<file path="src/rtl/rgmii_lane_pkg.sv">
`default_nettype none

package rgmii_lane_pkg;

	// One DDR half of the RGMII data lane
	localparam int NIBBLE_W = 4;

	// Both halves together rebuild one GMII byte
	localparam int BYTE_W = 2 * NIBBLE_W;

	// Idle with error set, this code means false carrier
	localparam logic [BYTE_W-1:0] FALSE_CARRIER_CODE = 8'h0E;

endpackage

`default_nettype wire

</file>
<file path="src/rtl/eth_link_pkg.sv">
`default_nettype none

package eth_link_pkg;

	////////////////////////////////////////////////////////////
	// Link speed as reported in-band by the PHY

	// Encoding follows the RGMII inter-frame status bits [2:1]
	typedef enum logic [1:0] {
		LINK_SPEED_10M   = 2'd0,
		LINK_SPEED_100M  = 2'd1,
		LINK_SPEED_1000M = 2'd2
		// 2'd3 is reserved and never committed
	} lspeed_t;

	////////////////////////////////////////////////////////////
	// Captured symbol views

	// Inter-frame status byte, link_up lands in bit 0
	typedef struct packed {
		logic [4:0] spare;
		lspeed_t    speed;
		logic       link_up;
	} inband_status_t;

	// Same byte is frame data while enable is high
	// and link status while enable is low
	typedef union packed {
		logic [7:0]     data;
		inband_status_t status;
	} rx_symbol_u;

endpackage

`default_nettype wire
</file>
<file path="src/rtl/rgmii_rx_bridge.sv">
`timescale 1ns/1ps
`default_nettype none

module rgmii_rx_bridge #(
	parameter int STATUS_STABLE_CYCLES = 3
) (
	input  logic                                gmii_rxc,
	input  logic                                oserdes_rst,
	input  logic [rgmii_lane_pkg::NIBBLE_W-1:0] rxd_rise,
	input  logic [rgmii_lane_pkg::NIBBLE_W-1:0] rxd_fall,
	input  logic                                rx_ctl_rise,
	input  logic                                rx_ctl_fall,
	output logic [rgmii_lane_pkg::BYTE_W-1:0]   gmii_rx_data,
	output logic                                gmii_rx_en,
	output logic                                gmii_rx_er,
	output logic                                gmii_rx_dvalid,
	output logic                                link_up,
	output eth_link_pkg::lspeed_t               link_speed,
	output logic                                false_carrier
);

	// Captured symbol, shared by decoder and aligner
	eth_link_pkg::rx_symbol_u sym;
	logic                     sym_en;
	logic                     sym_ctl_xor;

	////////////////////////////////////////////////////////////
	// Pin capture

	rgmii_rx_capture i_rgmii_rx_capture (
		.gmii_rxc    (gmii_rxc),
		.oserdes_rst (oserdes_rst),
		.rxd_rise    (rxd_rise),
		.rxd_fall    (rxd_fall),
		.rx_ctl_rise (rx_ctl_rise),
		.rx_ctl_fall (rx_ctl_fall),
		.sym         (sym),
		.sym_en      (sym_en),
		.sym_ctl_xor (sym_ctl_xor)
	);

	////////////////////////////////////////////////////////////
	// In-band status, side by side with the data path

	inband_status_decoder #(
		.STATUS_STABLE_CYCLES (STATUS_STABLE_CYCLES)
	) i_inband_status_decoder (
		.gmii_rxc      (gmii_rxc),
		.oserdes_rst   (oserdes_rst),
		.sym           (sym),
		.sym_en        (sym_en),
		.sym_ctl_xor   (sym_ctl_xor),
		.link_up       (link_up),
		.link_speed    (link_speed),
		.false_carrier (false_carrier)
	);

	// Aligner picks its mode from the decoded speed
	gmii_rx_aligner i_gmii_rx_aligner (
		.gmii_rxc       (gmii_rxc),
		.oserdes_rst    (oserdes_rst),
		.sym            (sym),
		.sym_en         (sym_en),
		.sym_ctl_xor    (sym_ctl_xor),
		.link_speed     (link_speed),
		.gmii_rx_data   (gmii_rx_data),
		.gmii_rx_en     (gmii_rx_en),
		.gmii_rx_er     (gmii_rx_er),
		.gmii_rx_dvalid (gmii_rx_dvalid)
	);

endmodule

`default_nettype wire

</file>
<file path="src/rtl/gmii_rx_aligner.sv">
`timescale 1ns/1ps
`default_nettype none

module gmii_rx_aligner (
	input  logic                              gmii_rxc,
	input  logic                              oserdes_rst,
	input  eth_link_pkg::rx_symbol_u          sym,
	input  logic                              sym_en,
	input  logic                              sym_ctl_xor,
	input  eth_link_pkg::lspeed_t             link_speed,
	output logic [rgmii_lane_pkg::BYTE_W-1:0] gmii_rx_data,
	output logic                              gmii_rx_en,
	output logic                              gmii_rx_er,
	output logic                              gmii_rx_dvalid
);

	logic                                gig_mode;
	// Set when the next enabled nibble is the high half
	logic                                hi_phase;
	logic [rgmii_lane_pkg::NIBBLE_W-1:0] lo_nib;

	// Speed is sampled as each symbol arrives
	// It only changes between frames
	assign gig_mode = (link_speed == eth_link_pkg::LINK_SPEED_1000M);

	////////////////////////////////////////////////////////////
	// Output register, two cycles after the pin sample

	always_ff @(posedge gmii_rxc) begin
		if (oserdes_rst) begin
			gmii_rx_data   <= '0;
			gmii_rx_en     <= 1'b0;
			gmii_rx_er     <= 1'b0;
			gmii_rx_dvalid <= 1'b0;
			hi_phase       <= 1'b0;
		end else begin
			// Enable and error follow the pins in every mode
			gmii_rx_en <= sym_en;
			gmii_rx_er <= sym_en && sym_ctl_xor;

			if (gig_mode) begin
				// Full byte every cycle
				gmii_rx_data   <= sym.data;
				gmii_rx_dvalid <= sym_en;
				hi_phase       <= 1'b0;
			end else begin
				// One nibble per cycle, byte ready on the high half
				gmii_rx_dvalid <= sym_en && hi_phase;

				// Idle clears the phase, so the first enabled cycle
				// after each enable rise is always a low nibble
				hi_phase <= sym_en && !hi_phase;

				if (sym_en && hi_phase)
					gmii_rx_data <= {sym.data[rgmii_lane_pkg::NIBBLE_W-1:0], lo_nib};
			end
		end
	end

	// Low nibble waits here for its partner
	// rxd_fall repeats the same nibble at 10/100 and is not used
	always_ff @(posedge gmii_rxc) begin
		if (sym_en && !hi_phase)
			lo_nib <= sym.data[rgmii_lane_pkg::NIBBLE_W-1:0];
	end

	////////////////////////////////////////////////////////////
	// Checks

	a_dvalid_in_frame: assert property (@(posedge gmii_rxc) disable iff (oserdes_rst)
		gmii_rx_dvalid |-> gmii_rx_en);

	// Nibble pairing gives at most every other cycle at 10/100
	a_slow_dvalid_gap: assert property (@(posedge gmii_rxc) disable iff (oserdes_rst)
		(gmii_rx_dvalid && !gig_mode) |=> !gmii_rx_dvalid);

endmodule

`default_nettype wire

</file>
<file path="src/rtl/inband_status_decoder.sv">
`timescale 1ns/1ps
`default_nettype none

module inband_status_decoder #(
	parameter int STATUS_STABLE_CYCLES = 3
) (
	input  logic                     gmii_rxc,
	input  logic                     oserdes_rst,
	input  eth_link_pkg::rx_symbol_u sym,
	input  logic                     sym_en,
	input  logic                     sym_ctl_xor,
	output logic                     link_up,
	output eth_link_pkg::lspeed_t    link_speed,
	output logic                     false_carrier
);

	// Run counter saturates at the required length
	localparam int               CNT_W   = $clog2(STATUS_STABLE_CYCLES + 1);
	localparam logic [CNT_W-1:0] CNT_MAX = CNT_W'(STATUS_STABLE_CYCLES);

	eth_link_pkg::inband_status_t cand;
	logic [CNT_W-1:0]             run_cnt;
	logic [CNT_W-1:0]             run_cnt_next;
	logic                         idle_sym;
	logic                         speed_ok;

	////////////////////////////////////////////////////////////
	// Run length of identical status symbols

	// Plain idle: enable low and no error flag
	assign idle_sym = !sym_en && !sym_ctl_xor;

	// Reserved speed code never counts toward a run
	assign speed_ok = sym.status.speed inside {eth_link_pkg::LINK_SPEED_10M,
		eth_link_pkg::LINK_SPEED_100M, eth_link_pkg::LINK_SPEED_1000M};

	always_comb begin
		// Frame data, idle errors and reserved codes break the run
		if (!idle_sym || !speed_ok)
			run_cnt_next = '0;
		// Same status as last time, extend the run
		else if ((run_cnt != '0) && (sym.status == cand))
			run_cnt_next = (run_cnt == CNT_MAX) ? CNT_MAX : run_cnt + 1'b1;
		// New candidate starts a fresh run
		else
			run_cnt_next = CNT_W'(1);
	end

	// Candidate is only compared while the run count is nonzero
	always_ff @(posedge gmii_rxc) begin
		if (idle_sym && speed_ok)
			cand <= sym.status;
	end

	////////////////////////////////////////////////////////////
	// Committed link state and false carrier flag

	always_ff @(posedge gmii_rxc) begin
		if (oserdes_rst) begin
			run_cnt       <= '0;
			link_up       <= 1'b0;
			link_speed    <= eth_link_pkg::LINK_SPEED_10M;
			false_carrier <= 1'b0;
		end else begin
			run_cnt <= run_cnt_next;

			// Run complete, take the status now
			if (run_cnt_next == CNT_MAX) begin
				link_up    <= sym.status.link_up;
				link_speed <= sym.status.speed;
			end

			// One-cycle pulse per false carrier symbol
			false_carrier <= !sym_en && sym_ctl_xor &&
				(sym.data == rgmii_lane_pkg::FALSE_CARRIER_CODE);
		end
	end

	// Reserved codes are filtered before commit, so the output never holds one
	a_speed_valid: assert property (@(posedge gmii_rxc) disable iff (oserdes_rst)
		link_speed inside {eth_link_pkg::LINK_SPEED_10M,
			eth_link_pkg::LINK_SPEED_100M, eth_link_pkg::LINK_SPEED_1000M});

endmodule

`default_nettype wire

</file>
<file path="src/rtl/rgmii_rx_capture.sv">
`timescale 1ns/1ps
`default_nettype none

module rgmii_rx_capture (
	input  logic                                gmii_rxc,
	input  logic                                oserdes_rst,
	input  logic [rgmii_lane_pkg::NIBBLE_W-1:0] rxd_rise,
	input  logic [rgmii_lane_pkg::NIBBLE_W-1:0] rxd_fall,
	input  logic                                rx_ctl_rise,
	input  logic                                rx_ctl_fall,
	output eth_link_pkg::rx_symbol_u            sym,
	output logic                                sym_en,
	output logic                                sym_ctl_xor
);

	////////////////////////////////////////////////////////////
	// DDR halves to one SDR symbol

	// Both halves of a pin cycle come in together on the rising edge
	// Symbol is valid one cycle after the pin sample
	always_ff @(posedge gmii_rxc) begin
		if (oserdes_rst) begin
			sym         <= '0;
			sym_en      <= 1'b0;
			sym_ctl_xor <= 1'b0;
		end else begin
			// Rising half is the low nibble, falling half the high one
			sym.data    <= {rxd_fall, rxd_rise};

			// Rising control bit is plain enable
			sym_en      <= rx_ctl_rise;

			// Falling control bit is sent as en ^ er
			// so a steady line does not toggle
			// The xor here recovers er for frames and the
			// idle error flag between frames
			sym_ctl_xor <= rx_ctl_rise ^ rx_ctl_fall;
		end
	end

endmodule

`default_nettype wire

</file>
<file path="config.mk">
export PLATFORM = sky130hd
export DESIGN_NAME = rgmii_rx_bridge
export DESIGN_NICKNAME = d
export VERILOG_FILES = /design/src/rtl/rgmii_lane_pkg.sv /design/src/rtl/eth_link_pkg.sv /design/src/rtl/rgmii_rx_bridge.sv /design/src/rtl/gmii_rx_aligner.sv /design/src/rtl/inband_status_decoder.sv /design/src/rtl/rgmii_rx_capture.sv
export SDC_FILE = /design/constraint.sdc
export NUM_CORES = 1
export LEC_CHECK = 0
export ABC_AREA = 1
export BUFFER_PORTS_ARGS = -buffer_cell sky130_fd_sc_hd__clkbuf_2
export CAP_MARGIN = 5
export CORE_AREA = 2 2 56 58
export CTS_BUF_LIST = sky130_fd_sc_hd__clkbuf_8 sky130_fd_sc_hd__clkbuf_16
export DETAILED_ROUTE_END_ITERATION = 10
export DIE_AREA = 0 0 58 60
export PLACE_DENSITY_LB_ADDON = 0.3
export SYNTH_ARGS = -nofsm -noshare
export SYNTH_HDL_FRONTEND = slang
export SYNTH_SLANG_ARGS = --single-unit
</file>
<file path="constraint.sdc">
create_clock -name gmii_rxc -period 3.46 [get_ports gmii_rxc]
set_input_delay 0.519 -clock gmii_rxc [delete_from_list [all_inputs] [get_ports gmii_rxc]]
set_output_delay 0.519 -clock gmii_rxc [all_outputs]
set_load 0.01 [all_outputs]
</file>
After elaboration in Yosys (flattened, before gate mapping):

Cells that the tools add are included.

* register bits: 40
* output and inout port bits: 15

* reduce and logical (&&, ||, !) cells: 19
* equal/unequal tests: 7
* mux-type cells: 6
* add/sub/neg operators: 1
* bitwise operators: 1

Operators with widths (number)
* two-way mux 8 bit: 2
* == test 2 bit (second input constant): 4
* == test 8 x 4 -> 1 bit (second input constant): 1
* == test 8 bit: 1
* logical AND 1 bit: 8
* two-way mux 2 bit: 3
* zero test 1 bit: 5
* nonzero test 2 bit: 2
* nonzero test 3 bit: 1
* adder 2 x 1 -> 2 bit (second input constant): 1
* == test 2 x 1 -> 1 bit (second input constant): 1
* zero test 2 bit: 1
* OR reduction 2 bit: 1
* logical OR 1 bit: 1
* two-way mux 1 bit: 1
* bitwise XOR 1 bit: 1

Longest topological paths before layout:

* word-level depth: 6
* gate-level depth with buffers: 10
* gate-level depth less buffers: 10

Cells and area by module:

A second synthesis with hierarchy kept.

* cell total of the unflattened synthesis: 199
* area total of the unflattened synthesis: 1661.6 um^2

By module, submodules not included
* inband_status_decoder: times used 1, sequential area each 360.3 um^2, cells an instance 86, area each 690.7 um^2
* gmii_rx_aligner: times used 1, sequential area each 360.3 um^2, cells an instance 79, area each 665.6 um^2
* rgmii_rx_capture: times used 1, sequential area each 200.2 um^2, cells an instance 34, area each 305.3 um^2

Least setup slack after synthesis:

Ideal clock, no wire load.

* path type: register to register
* start point: register i_inband_status_decoder.link_speed[0]
* end point: register i_gmii_rx_aligner.gmii_rx_data[3] (netlist bit)
* data required time: 3.345 ns
* setup time: 0.115 ns
* path slack: 2.306 ns
* arrival: 1.038 ns
* clock period less this slack: 1.154 ns
* cell stages (with the launch flop): 7
* buffers on the path: 1
* path through: dfxtp_1 inv_1 nand2_1 clkbuf_1 o22ai_1 o21ai_0 inv_1

* cells in the longest elaborated chain, start to end: 2
* elaborated cells on any way between the ends: 3
* classes of those cells: 1 x eq/ne; 1 x mux; 1 x reduce/logical

Ends and longest elaborated chain
* start: declaration: line inband_status_decoder.sv:13 `output eth_link_pkg::lspeed_t link_speed,`
* start signal: assignment: line inband_status_decoder.sv:62 `link_speed <= eth_link_pkg::LINK_SPEED_10M;`
* start signal: assignment: line inband_status_decoder.sv:70 `link_speed <= sym.status.speed;`
* == test 2 bit (*): line gmii_rx_aligner.sv:24 `assign gig_mode = (link_speed == eth_link_pkg::LINK_SPEED_1000M);`
* two-way mux 8 bit / nonzero test 2 bit (equally long branches)
* end signal: assignment: line gmii_rx_aligner.sv:43 `gmii_rx_data <= sym.data;`
* end signal: assignment: line gmii_rx_aligner.sv:55 `gmii_rx_data <= {sym.data[rgmii_lane_pkg::NIBBLE_W-1:0], lo_nib};`
* end: declaration: line gmii_rx_aligner.sv:11 `output logic [rgmii_lane_pkg::BYTE_W-1:0] gmii_rx_data,`

Every way passes the cells marked *; elsewhere a longest branch is shown, timed or not.
A chain may end at the register's enable or synchronous reset.

Worst setup path after layout:

* start point: register i_inband_status_decoder.link_speed[0]
* end point: register i_gmii_rx_aligner.gmii_rx_data[6] (netlist bit)

The elaborated chain is that of the path after synthesis.

==> run_summary.xml <==
<?xml version="1.0" encoding="UTF-8"?>
<metrics>
  <group name="floorplan">
    <metric name="floorplan_die_area" unit="mm^2">0.00348</metric>
    <metric name="core.rowCount" unit="">20</metric>
    <metric name="core_region_area" unit="mm^2">0.00290</metric>
    <metric name="initial_core_util" unit="">0.541</metric>
    <metric name="chipHeight" unit="um">60</metric>
    <metric name="die_w" unit="um">58</metric>
    <metric name="design.portCount" unit="">27</metric>
  </group>
  <group name="sta">
    <metric name="worst_pin_slew" unit="ps">395</metric>
    <metric name="timing.clock.skew" unit="ps">4.70</metric>
    <metric name="shortest_period_the_worst_path_allows" unit="ps">1460</metric>
    <metric name="relSlewSlack" unit="">0.736</metric>
    <metric name="tightest_hold_margin" unit="ps">409</metric>
    <metric name="max_freq" unit="MHz">683</metric>
    <metric name="finalHoldViolCount" unit="">0</metric>
    <metric name="timing.setup.tns" unit="ps">0</metric>
    <metric name="layout_worst_path_cycle_share" unit="">0.423</metric>
    <metric name="maxSlewViolCount" unit="">0</metric>
    <metric name="timing.final.setup_violations" unit="">0</metric>
    <metric name="grt_setup_unrepaired" unit="">no</metric>
  </group>
  <group name="clock_tree">
    <metric name="tritoncts" unit="">built</metric>
    <metric name="cts_resized" unit="">0</metric>
    <metric name="numCtsBuffers" unit="">5</metric>
    <metric name="cts.path.max_buffers" unit="">2</metric>
    <metric name="tritoncts_num_sinks" unit="">40</metric>
    <metric name="clk_transition_reported_paths" unit="ps">70</metric>
    <metric name="post-cts-setup-buffers" unit="">0</metric>
    <metric name="clock_tree_root_buffer_cell" unit="">clkbuf_8</metric>
    <metric name="cts_max_level" unit="">2</metric>
    <metric name="cts.hold.buffers_added" unit="">0</metric>
    <metric name="worstSkewPairLatency" unit="ps">290</metric>
  </group>
  <group name="worst_setup_path">
    <metric name="cp_max_fo" unit="">12</metric>
    <metric name="r2r-end" unit="">i_gmii_rx_aligner.gmii_rx_data[6]</metric>
    <metric name="timing.setup.critical_path_class" unit="">reg -&gt; reg</metric>
    <metric name="timing.reg2reg.setup_slack" unit="ps">2000</metric>
    <metric name="cp_slowest_cell" unit="">nand3_1</metric>
    <metric name="cp_slowest_stage_delay" unit="ps">330</metric>
    <metric name="cp_num_cells" unit="">6</metric>
    <metric name="crit_chain" unit="">inv_1, nand2_1, nand3_1, o221ai_1, nand2_1, inv_1</metric>
    <metric name="kind_of_capture_point_of_the_worst_setup_path" unit="">register</metric>
    <metric name="reg2reg_from" unit="">i_inband_status_decoder.link_speed[0]</metric>
    <metric name="critPathArrivalTime" unit="ps">1700</metric>
    <metric name="number_of_cells_on_the_worst_reg_to_reg_path" unit="">6</metric>
    <metric name="critical-path-top-delay-family" unit="">simple AND/OR/NAND/NOR gates</metric>
    <metric name="cp_num_buf_inv" unit="">2</metric>
    <metric name="element_type_at_the_critical_path_start" unit="">register</metric>
    <metric name="cp_data_required_time" unit="ps">3700</metric>
  </group>
  <group name="hold_path">
    <metric name="end_of_the_worst_hold_path" unit="">i_rgmii_rx_capture.sym[6]</metric>
    <metric name="hold_path_class" unit="">in -&gt; reg</metric>
    <metric name="holdCritStartpoint" unit="">rxd_fall[2]</metric>
    <metric name="cells_on_worst_hold_path" unit="">3</metric>
  </group>
  <group name="logic_synthesis">
    <metric name="post_synth_and_or_nand_nor_area_fraction" unit="">0.214</metric>
    <metric name="muxShareOfSynthArea" unit="">0</metric>
    <metric name="mappedNetlistNets" unit="">199</metric>
    <metric name="synthFlopType" unit="">dfxtp_1</metric>
    <metric name="asyncSetResetFlopFracSynth" unit="">0</metric>
    <metric name="synth_cells" unit="">187</metric>
    <metric name="synth_adder_area_share" unit="">0</metric>
    <metric name="seq_total_area_yosys" unit="">0.587</metric>
    <metric name="dominant_combinational_cell_family_by_area_after_synthesis" unit="">simple AND/OR/NAND/NOR gates</metric>
    <metric name="ys_ff_latch" unit="">40</metric>
    <metric name="post_synth_xor_area_fraction" unit="">0.0112</metric>
    <metric name="ys_types" unit="">24</metric>
    <metric name="count_of_flip_flops_with_a_built_in_enable_after_synthesis" unit="">12</metric>
    <metric name="synth_warnings" unit="">0</metric>
    <metric name="synth_compound_area_frac" unit="">0.0702</metric>
    <metric name="synthesis.area_per_instance" unit="um^2">8.39</metric>
    <metric name="post_synth_instance_area" unit="mm^2">0.00157</metric>
  </group>
  <group name="outcome">
    <metric name="outcome" unit="">finished, final reports clean</metric>
  </group>
  <group name="drt">
    <metric name="highest_layer" unit="">met4</metric>
    <metric name="drt-total-wl" unit="mm">2.75</metric>
    <metric name="drt_drc_violations_left" unit="">0</metric>
    <metric name="initial_detailed_routing_violation_count" unit="">56</metric>
    <metric name="first_pass_iters" unit="">5</metric>
    <metric name="wl_met2" unit="mm">1.26</metric>
    <metric name="via_count" unit="">1183</metric>
    <metric name="routedLengthMet1" unit="mm">1.27</metric>
    <metric name="wl_per_cell" unit="um">11.0</metric>
    <metric name="met3_wirelength" unit="um">169</metric>
    <metric name="via_per_inst" unit="">4.71</metric>
    <metric name="final_antenna_net_count" unit="">0</metric>
  </group>
  <group name="power_and_ir_drop">
    <metric name="design_power_total" unit="mW">0.899</metric>
    <metric name="power.leakage" unit="nW">0.944</metric>
    <metric name="max-vdd-ir-drop" unit="V">0.000333</metric>
    <metric name="cellPowerDensity" unit="mW/mm^2">495</metric>
  </group>
  <group name="finish">
    <metric name="final_design_area_no_fill" unit="mm^2">0.00182</metric>
    <metric name="drive_gt1_frac" unit="">0.197</metric>
    <metric name="ff_latch_area" unit="um^2">921</metric>
    <metric name="num-fill-cells" unit="">260</metric>
    <metric name="most-common-layout-cells" unit="">inv_1 (42), nand2_1 (36), nor2_1 (31)</metric>
    <metric name="insertedDiodeCount" unit="">0</metric>
    <metric name="flow.area_growth_from_synthesis" unit="%">15.9</metric>
    <metric name="final_nets" unit="">229</metric>
    <metric name="multi_input_area" unit="um^2">463</metric>
    <metric name="final_common_cell" unit="">inv_1</metric>
  </group>
  <group name="global_routing">
    <metric name="grt_max_degree" unit="">14</metric>
    <metric name="total_global_routing_track_utilization" unit="">0.189</metric>
    <metric name="grt_pass1_wl" unit="mm">4.75</metric>
    <metric name="antenna_found_initial" unit="">0</metric>
    <metric name="grt_pass1_vias" unit="">1062</metric>
    <metric name="grt_remaining_overflow" unit="">0</metric>
  </group>
  <group name="job">
    <metric name="cap_viol_max_count" unit="">0</metric>
  </group>
  <group name="placement">
    <metric name="postPlaceCellArea" unit="mm^2">0.00173</metric>
    <metric name="finalWeightedCongestion" unit="">0.805</metric>
    <metric name="numPortBuffers" unit="">26</metric>
    <metric name="dp.final_hpwl" unit="mm">2.04</metric>
  </group>
</metrics>
worst max path at each step:
stage / slack [ps] / endpoint / from
after CTS: 1990 / i_inband_status_decoder.link_speed[1] / i_rgmii_rx_capture.sym[1]
after global routing: 1760 / i_gmii_rx_aligner.gmii_rx_data[6] / i_inband_status_decoder.link_speed[0]
after floorplan: 2310 / i_gmii_rx_aligner.gmii_rx_data[3] / i_inband_status_decoder.link_speed[0]
after detailed placement: 1990 / i_inband_status_decoder.false_carrier / oserdes_rst
after global placement: 2020 / i_inband_status_decoder.link_speed[0] / i_rgmii_rx_capture.sym[1]
final: 2000 / i_gmii_rx_aligner.gmii_rx_data[6] / i_inband_status_decoder.link_speed[0]
layout make-up:
type	instances	area share
multi-input combinational	98	0.255
timing repair buffer	26	0.0716
tap	33	0.0227
clock inverter	2	0.00413
sequential	40	0.507
inverter	46	0.0950
clock buffer	6	0.0454
flip-flops by register name (all words and copies together), names as in the netlist:
signal	cells
i_gmii_rx_aligner.gmii_rx_data	8
i_gmii_rx_aligner.gmii_rx_dvalid	1
i_gmii_rx_aligner.gmii_rx_en	1
i_gmii_rx_aligner.gmii_rx_er	1
i_gmii_rx_aligner.hi_phase	1
i_gmii_rx_aligner.lo_nib	4
i_inband_status_decoder.cand	8
i_inband_status_decoder.false_carrier	1
i_inband_status_decoder.link_speed	2
i_inband_status_decoder.link_up	1
i_inband_status_decoder.run_cnt	2
i_rgmii_rx_capture.sym	8
i_rgmii_rx_capture.sym_ctl_xor	1
i_rgmii_rx_capture.sym_en	1
cell families after synthesis:
logic type | Yosys count
xor gates and xnor gates | 2
AOI/OAI and AO/OA | 17
buffers and inverters | 49
DFF | 40
and+or+nand+nor | 79
worst reg2reg max path: cells and delay by family (launching register included):
family                 cells  cell delay [ps]
DFF                        1              320
buffers and inverters      2              110
and+or+nand+nor            3              720
AOI/OAI and AO/OA          1              270
synth_stat cells (all sizes together), types with 2 or more instances:
master | number | area share
clkbuf | 2 | 0.0048
dfxtp | 28 | 0.36
edfxtp | 12 | 0.23
inv | 46 | 0.11
nand2 | 37 | 0.090
nand3 | 5 | 0.019
nor2 | 32 | 0.078
o21ai | 8 | 0.026
o221ai | 2 | 0.011
o2bb2ai | 4 | 0.022
or2 | 2 | 0.0080
report_power, final:
| group | internal, mW | switching (mW) |
|---|---|---|
| Combinational | 0.0250 | 0.0428 |
| Sequential | 0.510 | 0.0150 |
| Clock | 0.157 | 0.149 |
routing by layer:
layer | GRT usage | vias to the layer above
met4 | 0.0698 | 0
met3 | 0.0606 | 6
met2 | 0.300 | 32
li1 | - | 623
met5 | 0 | -
met1 | 0.243 | 522
stage by stage:
step / setup WS, ps / util / std cells
6_report: 2000 / 0.626 / 251
5_1_grt: 1760 / 0.626 / 251
4_1_cts: 1990 / 0.626 / 251
3_3_place_gp: 2020 / 0.595 / 243
3_5_place_dp: 1990 / 0.595 / 243
2_1_floorplan: 2310 / - / 187
Note: power is estimated with default switching activity, not from simulation.
